<file path="src/source/hockeyPkg.sv">
`default_nettype none

package hockeyPkg;

        // **************************************************
        // Board geometry and value widths
        // **************************************************

        typedef logic [2:0] coordX;
        typedef logic [2:0] coordY;
        typedef logic [1:0] vertDir;    // 1 is up, 2 is down, 0 and 3 are straight.
        typedef logic [1:0] score;
        typedef logic [6:0] segCode;    // Active low, segment a in the top bit.

        localparam coordY lastRow = 3'd4;
        localparam coordX lastCol = 3'd4;

        typedef struct packed {
                logic hit;
                vertDir dir;
                coordY row;
        } playerCtrl;

        typedef struct packed {
                coordX x;
                coordY y;
        } puckPos;

        // **************************************************
        // Game phases and puck commands
        // **************************************************

        typedef enum logic [3:0] {
                idle, showScore, waitHitA, waitHitB, sendToB, sendToA,
                respondA, respondB, goalA, goalB, finish, blink
        } gamePhase;

        typedef enum logic [1:0] {hold, serve, step, ret} puckCmd;

        localparam segCode segZero = 7'b0000001;
        localparam segCode segOne = 7'b1001111;
        localparam segCode segTwo = 7'b0010010;
        localparam segCode segThree = 7'b0000110;
        localparam segCode segFour = 7'b1001100;
        localparam segCode segBlank = 7'b1111111;
        localparam segCode segDash = 7'b1111110;       // Middle bar only.

endpackage

`default_nettype wire

</file>
<file path="src/source/gameControl.sv">
`timescale 1ns/1ps
`default_nettype none

module gameControl
#(
        parameter int stepTicks = 100,
        parameter int blinkTicks = 25
)
(
        input wire clk,
        input wire rst,
        input wire hockeyPkg::playerCtrl playerA,
        input wire hockeyPkg::playerCtrl playerB,
        input wire hockeyPkg::puckPos pos,
        output hockeyPkg::gamePhase phase,
        output hockeyPkg::score scoreA,
        output hockeyPkg::score scoreB,
        output hockeyPkg::puckCmd cmd,
        output logic toB,
        output hockeyPkg::playerCtrl ctrl
);
        import hockeyPkg::*;

        localparam int maxTicks = (stepTicks > blinkTicks) ? stepTicks : blinkTicks;
        localparam int tickWidth = $clog2(maxTicks + 2);
        localparam logic [tickWidth-1:0] stepLast = tickWidth'(stepTicks);
        localparam logic [tickWidth-1:0] blinkLast = tickWidth'(blinkTicks);
        localparam score winScore = 2'd3;

        gamePhase phaseNext;
        logic [tickWidth-1:0] tick;
        logic [tickWidth-1:0] tickLast;
        logic periodEnd;
        logic serveA;
        logic hitA;
        logic hitB;
        logic catchA;
        logic catchB;

        assign tickLast = (phase == finish || phase == blink) ? blinkLast : stepLast;
        assign periodEnd = (tick == tickLast);

        // A serve counts only from a row on the board.
        assign hitA = playerA.hit && (playerA.row <= lastRow);
        assign hitB = playerB.hit && (playerB.row <= lastRow);

        // A return needs the responder's paddle on the puck's row.
        assign catchA = playerA.hit && (pos.y == playerA.row);
        assign catchB = playerB.hit && (pos.y == playerB.row);

        // **************************************************
        // Next phase and puck commands
        // **************************************************

        always_comb
        begin
                phaseNext = phase;
                cmd = hold;
                toB = 1'b0;
                ctrl = playerA;
                case (phase)
                        idle:
                                if (playerA.hit != playerB.hit)
                                        phaseNext = showScore;
                        showScore:
                                if (periodEnd)
                                        phaseNext = serveA ? waitHitA : waitHitB;
                        waitHitA:
                                if (hitA)
                                begin
                                        cmd = serve;
                                        toB = 1'b1;
                                        phaseNext = sendToB;
                                end
                        waitHitB:
                                if (hitB)
                                begin
                                        cmd = serve;
                                        ctrl = playerB;
                                        phaseNext = sendToA;
                                end
                        sendToB:
                                if (periodEnd)
                                begin
                                        cmd = step;
                                        toB = 1'b1;
                                        if (pos.x == lastCol - 3'd1)
                                                phaseNext = respondB;  // Lands on B's column.
                                end
                        sendToA:
                                if (periodEnd)
                                begin
                                        cmd = step;
                                        if (pos.x == 3'd1)
                                                phaseNext = respondA;
                                end
                        respondB:
                                if (catchB)
                                begin
                                        cmd = ret;
                                        ctrl = playerB;
                                        phaseNext = sendToA;
                                end
                                else if (periodEnd)
                                        phaseNext = goalA;
                        respondA:
                                if (catchA)
                                begin
                                        cmd = ret;
                                        toB = 1'b1;
                                        phaseNext = sendToB;
                                end
                                else if (periodEnd)
                                        phaseNext = goalB;
                        goalA:
                                if (periodEnd)
                                        phaseNext = (scoreA == winScore) ? finish : waitHitB;
                        goalB:
                                if (periodEnd)
                                        phaseNext = (scoreB == winScore) ? finish : waitHitA;
                        finish:
                                if (periodEnd)
                                        phaseNext = blink;
                        blink:
                                if (periodEnd)
                                        phaseNext = finish;
                        default:
                                phaseNext = idle;
                endcase
        end

        // **************************************************
        // Phase, timer and scores
        // **************************************************

        always_ff @(posedge clk or posedge rst)
        begin
                if (rst)
                begin
                        phase <= idle;
                        tick <= '0;
                        serveA <= 1'b0;
                        scoreA <= '0;
                        scoreB <= '0;
                end
                else
                begin
                        phase <= phaseNext;
                        if (periodEnd || phaseNext != phase)
                                tick <= '0;     // Every phase and every step starts a fresh period.
                        else
                                tick <= tick + 1'b1;
                        if (phase == idle)
                                serveA <= playerA.hit;
                        if (phase == respondB && phaseNext == goalA)
                                scoreA <= scoreA + 2'd1;
                        if (phase == respondA && phaseNext == goalB)
                                scoreB <= scoreB + 2'd1;
                end
        end

endmodule

`default_nettype wire

</file>
<file path="src/source/hockeyTop.sv">
`timescale 1ns/1ps
`default_nettype none

module hockeyTop
#(
        parameter int stepTicks = 100,
        parameter int blinkTicks = 25
)
(
        input wire clk,
        input wire rst,
        input wire hockeyPkg::playerCtrl playerA,
        input wire hockeyPkg::playerCtrl playerB,
        output logic ledA,
        output logic ledB,
        output logic [4:0] ledX,
        output hockeyPkg::segCode ssd0,
        output hockeyPkg::segCode ssd1,
        output hockeyPkg::segCode ssd2,
        output hockeyPkg::segCode ssd4,
        output hockeyPkg::puckPos pos
);
        import hockeyPkg::*;

        gamePhase phase;
        score scoreA;
        score scoreB;
        puckCmd cmd;
        logic toB;
        playerCtrl ctrl;

        // **************************************************
        // Game core
        // **************************************************

        gameControl #(
                .stepTicks(stepTicks),
                .blinkTicks(blinkTicks)
        ) gameControl_inst (
                .clk(clk), .rst(rst), .playerA(playerA), .playerB(playerB), .pos(pos),
                .phase(phase), .scoreA(scoreA), .scoreB(scoreB),
                .cmd(cmd), .toB(toB), .ctrl(ctrl)
        );

        puckMotion puckMotion_inst (
                .clk(clk), .rst(rst), .cmd(cmd), .toB(toB), .ctrl(ctrl), .pos(pos)
        );

        // **************************************************
        // Board outputs
        // **************************************************

        scoreDisplay scoreDisplay_inst (
                .phase(phase), .scoreA(scoreA), .scoreB(scoreB), .pos(pos),
                .ssd0(ssd0), .ssd1(ssd1), .ssd2(ssd2), .ssd4(ssd4)
        );

        ledDriver ledDriver_inst (
                .phase(phase), .pos(pos), .ledA(ledA), .ledB(ledB), .ledX(ledX)
        );

endmodule

`default_nettype wire

</file>
<file path="src/source/ledDriver.sv">
`timescale 1ns/1ps
`default_nettype none

module ledDriver
(
        input wire hockeyPkg::gamePhase phase,
        input wire hockeyPkg::puckPos pos,
        output logic ledA,
        output logic ledB,
        output logic [4:0] ledX
);
        import hockeyPkg::*;

        localparam logic [4:0] bothEnds = 5'b10001;

        always_comb
        begin
                ledA = (phase == waitHitA);     // The serving player is prompted.
                ledB = (phase == waitHitB);
                case (phase)
                        sendToA, sendToB, respondA, respondB:
                                ledX = 5'b00001 << pos.x;
                        goalA, goalB, finish:
                                ledX = bothEnds;
                        default:
                                ledX = '0;      // Blink is the dark half of the end display.
                endcase
        end

endmodule

`default_nettype wire

</file>
<file path="src/source/puckMotion.sv">
`timescale 1ns/1ps
`default_nettype none

module puckMotion
(
        input wire clk,
        input wire rst,
        input wire hockeyPkg::puckCmd cmd,
        input wire toB,
        input wire hockeyPkg::playerCtrl ctrl,
        output hockeyPkg::puckPos pos
);
        import hockeyPkg::*;

        localparam vertDir dirUp = 2'd1;
        localparam vertDir dirDown = 2'd2;

        typedef struct packed {
                coordY y;
                vertDir dir;
        } rowMove;

        vertDir dir;
        rowMove rowStep;
        rowMove rowRet;

        // One row in the given direction, reflecting off the top and bottom rows.
        function automatic rowMove moveRow(input coordY y, input vertDir d);
                rowMove m;
                m.y = y;
                m.dir = d;
                if (d == dirDown)
                begin
                        if (y == 3'd0)
                        begin
                                m.dir = dirUp;
                                m.y = 3'd1;
                        end
                        else
                                m.y = y - 3'd1;
                end
                else if (d == dirUp)
                begin
                        if (y == lastRow)
                        begin
                                m.dir = dirDown;
                                m.y = lastRow - 3'd1;
                        end
                        else
                                m.y = y + 3'd1;
                end
                return m;
        endfunction

        assign rowStep = moveRow(pos.y, dir);
        assign rowRet = moveRow(pos.y, ctrl.dir);     // The responder sets a new slope.

        always_ff @(posedge clk or posedge rst)
        begin
                if (rst)
                begin
                        pos <= '0;
                        dir <= '0;
                end
                else
                begin
                        case (cmd)
                                serve:
                                begin
                                        pos.x <= toB ? 3'd0 : lastCol;   // Striker's home column.
                                        pos.y <= ctrl.row;
                                        dir <= ctrl.dir;
                                end
                                step:
                                begin
                                        pos.x <= toB ? pos.x + 3'd1 : pos.x - 3'd1;
                                        pos.y <= rowStep.y;
                                        dir <= rowStep.dir;
                                end
                                ret:
                                begin
                                        pos.x <= toB ? 3'd1 : lastCol - 3'd1;
                                        pos.y <= rowRet.y;
                                        dir <= rowRet.dir;
                                end
                                default:
                                begin
                                        pos <= pos;
                                        dir <= dir;
                                end
                        endcase
                end
        end

endmodule

`default_nettype wire

</file>
<file path="src/source/scoreDisplay.sv">
`timescale 1ns/1ps
`default_nettype none

module scoreDisplay
(
        input wire hockeyPkg::gamePhase phase,
        input wire hockeyPkg::score scoreA,
        input wire hockeyPkg::score scoreB,
        input wire hockeyPkg::puckPos pos,
        output hockeyPkg::segCode ssd0,
        output hockeyPkg::segCode ssd1,
        output hockeyPkg::segCode ssd2,
        output hockeyPkg::segCode ssd4
);
        import hockeyPkg::*;

        logic showTally;

        function automatic segCode digitOf(input coordY value);
                case (value)
                        3'd0:
                                return segZero;
                        3'd1:
                                return segOne;
                        3'd2:
                                return segTwo;
                        3'd3:
                                return segThree;
                        3'd4:
                                return segFour;
                        default:
                                return segBlank;
                endcase
        endfunction

        // The tally reads B, dash, A from the right.
        always_comb
        begin
                showTally = phase inside {showScore, goalA, goalB, finish, blink};
                if (showTally)
                begin
                        ssd0 = digitOf(coordY'(scoreB));
                        ssd1 = segDash;
                        ssd2 = digitOf(coordY'(scoreA));
                end
                else
                begin
                        ssd0 = segBlank;
                        ssd1 = segBlank;
                        ssd2 = segBlank;
                end
                if (phase != idle)
                        ssd4 = digitOf(pos.y);  // Puck row.
                else
                        ssd4 = segBlank;
        end

endmodule

`default_nettype wire

</file>
<file path="config.mk">
export PLATFORM = sky130hd
export DESIGN_NAME = hockeyTop
export DESIGN_NICKNAME = d
export VERILOG_FILES = /design/src/source/hockeyPkg.sv /design/src/source/gameControl.sv /design/src/source/hockeyTop.sv /design/src/source/ledDriver.sv /design/src/source/puckMotion.sv /design/src/source/scoreDisplay.sv
export SDC_FILE = /design/constraint.sdc
export NUM_CORES = 1
export LEC_CHECK = 0
export BUFFER_PORTS_ARGS = -buffer_cell sky130_fd_sc_hd__buf_2
export CORE_MARGIN = 2
export CORE_UTILIZATION = 50
export DETAILED_ROUTE_END_ITERATION = 12
export HOLD_SLACK_MARGIN = 0.05
export PLACE_DENSITY_LB_ADDON = 0.12
export SYNTH_ARGS = -nofsm -noshare
export SYNTH_HDL_FRONTEND = slang
export SYNTH_SLANG_ARGS = --single-unit
</file>
<file path="constraint.sdc">
create_clock -name clk -period 4.4 [get_ports clk]
set_input_delay 0 -clock clk [delete_from_list [all_inputs] [get_ports clk]]
set_output_delay 0 -clock clk [all_outputs]
set_load 0.05 [all_outputs]
</file>
==> flow_summary.yaml <==
logic_synthesis:
  ys_types: 59
  netlist_area_sq_mm: 0.00258
  avgSynthCellArea_sq_um: 7.90
  yosysWarnings: 0
  synth_seq_cells: 24
  synth_flop_cell: "dfrtp_1"
  async_flop_share_pct: 100
  synth_cells: 327
  synth_seq_area_share_pct: 23.2
  synth_enable_flop_cells: 0
global_routing:
  grt_pass1_wl_microns: 9950
  grt_usage_pct: 22.3
  grt_util_met3_pct: 2.25
  antenna_found_initial: 0
  grt.busiest_layer: "met2"
  gr-total-overflow: 0
  grt_max_degree: 25
  grt_use_met1_pct: 27.1
  grt_pass1_vias: 2227
  gr-usage-met2_pct: 40.7
route:
  drc: 0
  routedWlPerCell_microns: 14.4
  vias: 2425
  wl_microns: 6230
  drtIter0Drc: 172
  firstDrtPassIters: 4
  antenna_left: 0
  viasPerCell: 5.61
floorplan:
  fp.dieH_microns: 75.9
  die_w_microns: 75.9
  pin_count: 55
  core.rowCount: 26
  start_util_pct: 51.2
  dieArea_sq_mm: 0.00576
  coreArea_sq_mm: 0.00504
cells_and_area:
  drive_above_1_share_pct: 18.2
  final_cell_mix: "buf_2 (48), nand2_1 (36), nor2_1 (31), dfrtp_1 (24), ha_1 (23)"
  fill_cells: 488
  layout_commonest_cell: "buf_2"
  diodes: 0
  syn_to_final_growth_pct: 11.5
  multi_input_area_sq_mm: 0.00179
  register_area_sq_um: 601
  utilization_pct: 57.1
  final_nets: 400
  final_area_sq_mm: 0.00288
power_and_ir_drop:
  p_per_area_mw_per_mm2: 681
  power_uw: 1960
  leakagePower_uw: 0.00133
  ir_worst_vdd_mv: 0.535
sta:
  finalHoldViolations: 0
  worstMarginPinSlew_ns: 0.974
  finalClockSkew_ns: 0.0105
  holdWs_ns: 0.189
  fin_setup_tns_ns: 0
  min_period_over_period_pct: 67.6
  setup-violations-final: 0
  rsz0062_at_grt: "no"
  fmaxAchievable_ghz: 0.336
  period_minus_slack_ns: 2.97
  relSlewSlack_pct: 35.0
  report.final.slew_viol_count: 0
clock_tree:
  cts_made_buffers: 3
  htreeDepth: 1
  clkTransAtPathRegs_ns: 0.10
  root_buffer: "clkbuf_8"
  worstSkewPairLatency_ns: 0.28
  clock-sinks: 24
  postCtsSetupBuffers: 0
  clockBufferDepth: 2
  cts_tree: "done"
job:
  maxCapViolCount: 0
critical_path:
  critPathBufInv: 0
  cpPeakStageDelay_ns: 0.66
  path_class: "reg -> reg"
  cp.arrival_ns: 3.11
  cpLargestDelayFamily: "compound AO/OA/AOI/OAI gates"
  path_cells: "nor2b_1 -> nand4_1 -> a21oi_1 -> a41oi_1 -> mux2i_1 -> nor4b_1"
  required_ns: 4.54
  cp_slowest_cell: "dfrtp_1"
  startpoint_type: "flop"
  crit_path_end_kind: "flop"
  crit_fanout: 17
placement:
  post-dp-hpwl_microns: 4800
  port_buffers: 48
  place.gp.congestion: 0.889
  place_area_sq_mm: 0.00279
min_path:
  hold_class: "in -> reg"
run_status:
  outcome: "completed"
==> cell type report <==
| class | instances | area share [%] |
|---|---|---|
| multi-input cells | 264 | 62.0 |
| flip-flops and latches | 24 | 20.9 |
| repair buffers | 50 | 9.04 |
| well taps | 70 | 3.04 |
| inverters | 20 | 2.61 |
| clock buffers | 3 | 1.43 |
| clock inverters | 1 | 1.04 |
==> cells in the mapped netlist, types with 4 or more instances <==
cell	number	area, sq um
o21ai_0	15	75.1
nand3_1	15	75.1
o21a_1	4	30.0
o21ai_1	5	25.0
nand2b_1	5	31.3
nor3_1	6	30.0
nand2_1	36	135
a21oi_1	11	55.1
a211o_1	4	35.0
dfrtp_1	24	601
nor2_1	31	116
buf_4	11	82.6
xnor2_1	14	123
clkbuf_1	10	37.5
nor4_1	7	43.8
mux2i_1	5	50.1
ha_1	23	288
o32ai_1	4	35.0
or2_2	5	31.3
nor2b_1	7	43.8
inv_1	18	67.6
mux2_1	4	45.0
xor2_1	5	43.8
==> worst reg2reg max path: cells and delay by family (launching register included) <==
family	cells	cell delay (ns)
flops	1	0.66
mux	1	0.52
compound gates	2	0.93
simple gates	3	0.74
==> power breakdown <==
group	switching, uW	internal, uW
clock network	79.8	122
logic	966	373
registers	133	287
==> stage by stage <==
step	setup slack, ns	instances
3_5_place_dp	1.51	426
5_1_grt	1.13	432
4_1_cts	1.50	432
6_report	1.43	432
3_3_place_gp	1.61	426
2_1_floorplan	1.65	332
==> state kept, by name (all words and copies together), names as in the netlist <==
| register | count |
|---|---|
| puckMotion_inst.dir | 2 |
| puckMotion_inst.pos | 6 |
| gameControl_inst.serveA | 1 |
| gameControl_inst.phase | 4 |
| gameControl_inst.tick | 7 |
| gameControl_inst.scoreB | 2 |
| gameControl_inst.scoreA | 2 |
==> timing repair <==
action / 4_1_cts / 5_1_grt
hold endpoints to repair: 25 / 0
resized for setup: 0 / 0
hold buffers: 2 / 0
==> per-layer routing <==
layer  part of all wire, %  up-vias
met1                    44     1134
met3                   3.0        9
met5                     0        -
li1                      -     1218
met4                   1.1        0
met2                    52       64
==> cells by family after synthesis <==
logic type,count (synthesis),synth area share (%)
compound gates,73,19.8
buf+inv,44,8.38
flops,24,23.2
simple gates,129,24.5
xor+xnor,19,6.44
fa+ha+maj,23,11.1
mux,14,6.39
other cells,1,0.145
==> path summary, 6_finish.rpt <==
check	start	to	slack, ns	cells after the start
worst max-delay path	gameControl_inst.phase[3]	gameControl_inst.tick[1]	1.43	6
worst min-delay path	playerA[0]	puckMotion_inst.pos[0]	0.19	4
worst max register to register	gameControl_inst.phase[3]	gameControl_inst.tick[1]	1.43	6
worst min register to register	gameControl_inst.serveA	gameControl_inst.serveA	0.54	1
max in group asynchronous	rst	gameControl_inst.scoreA[0]	3.32	3
min in group asynchronous	rst	puckMotion_inst.dir[1]	0.47	3
Note: power is estimated with default switching activity, not from simulation.
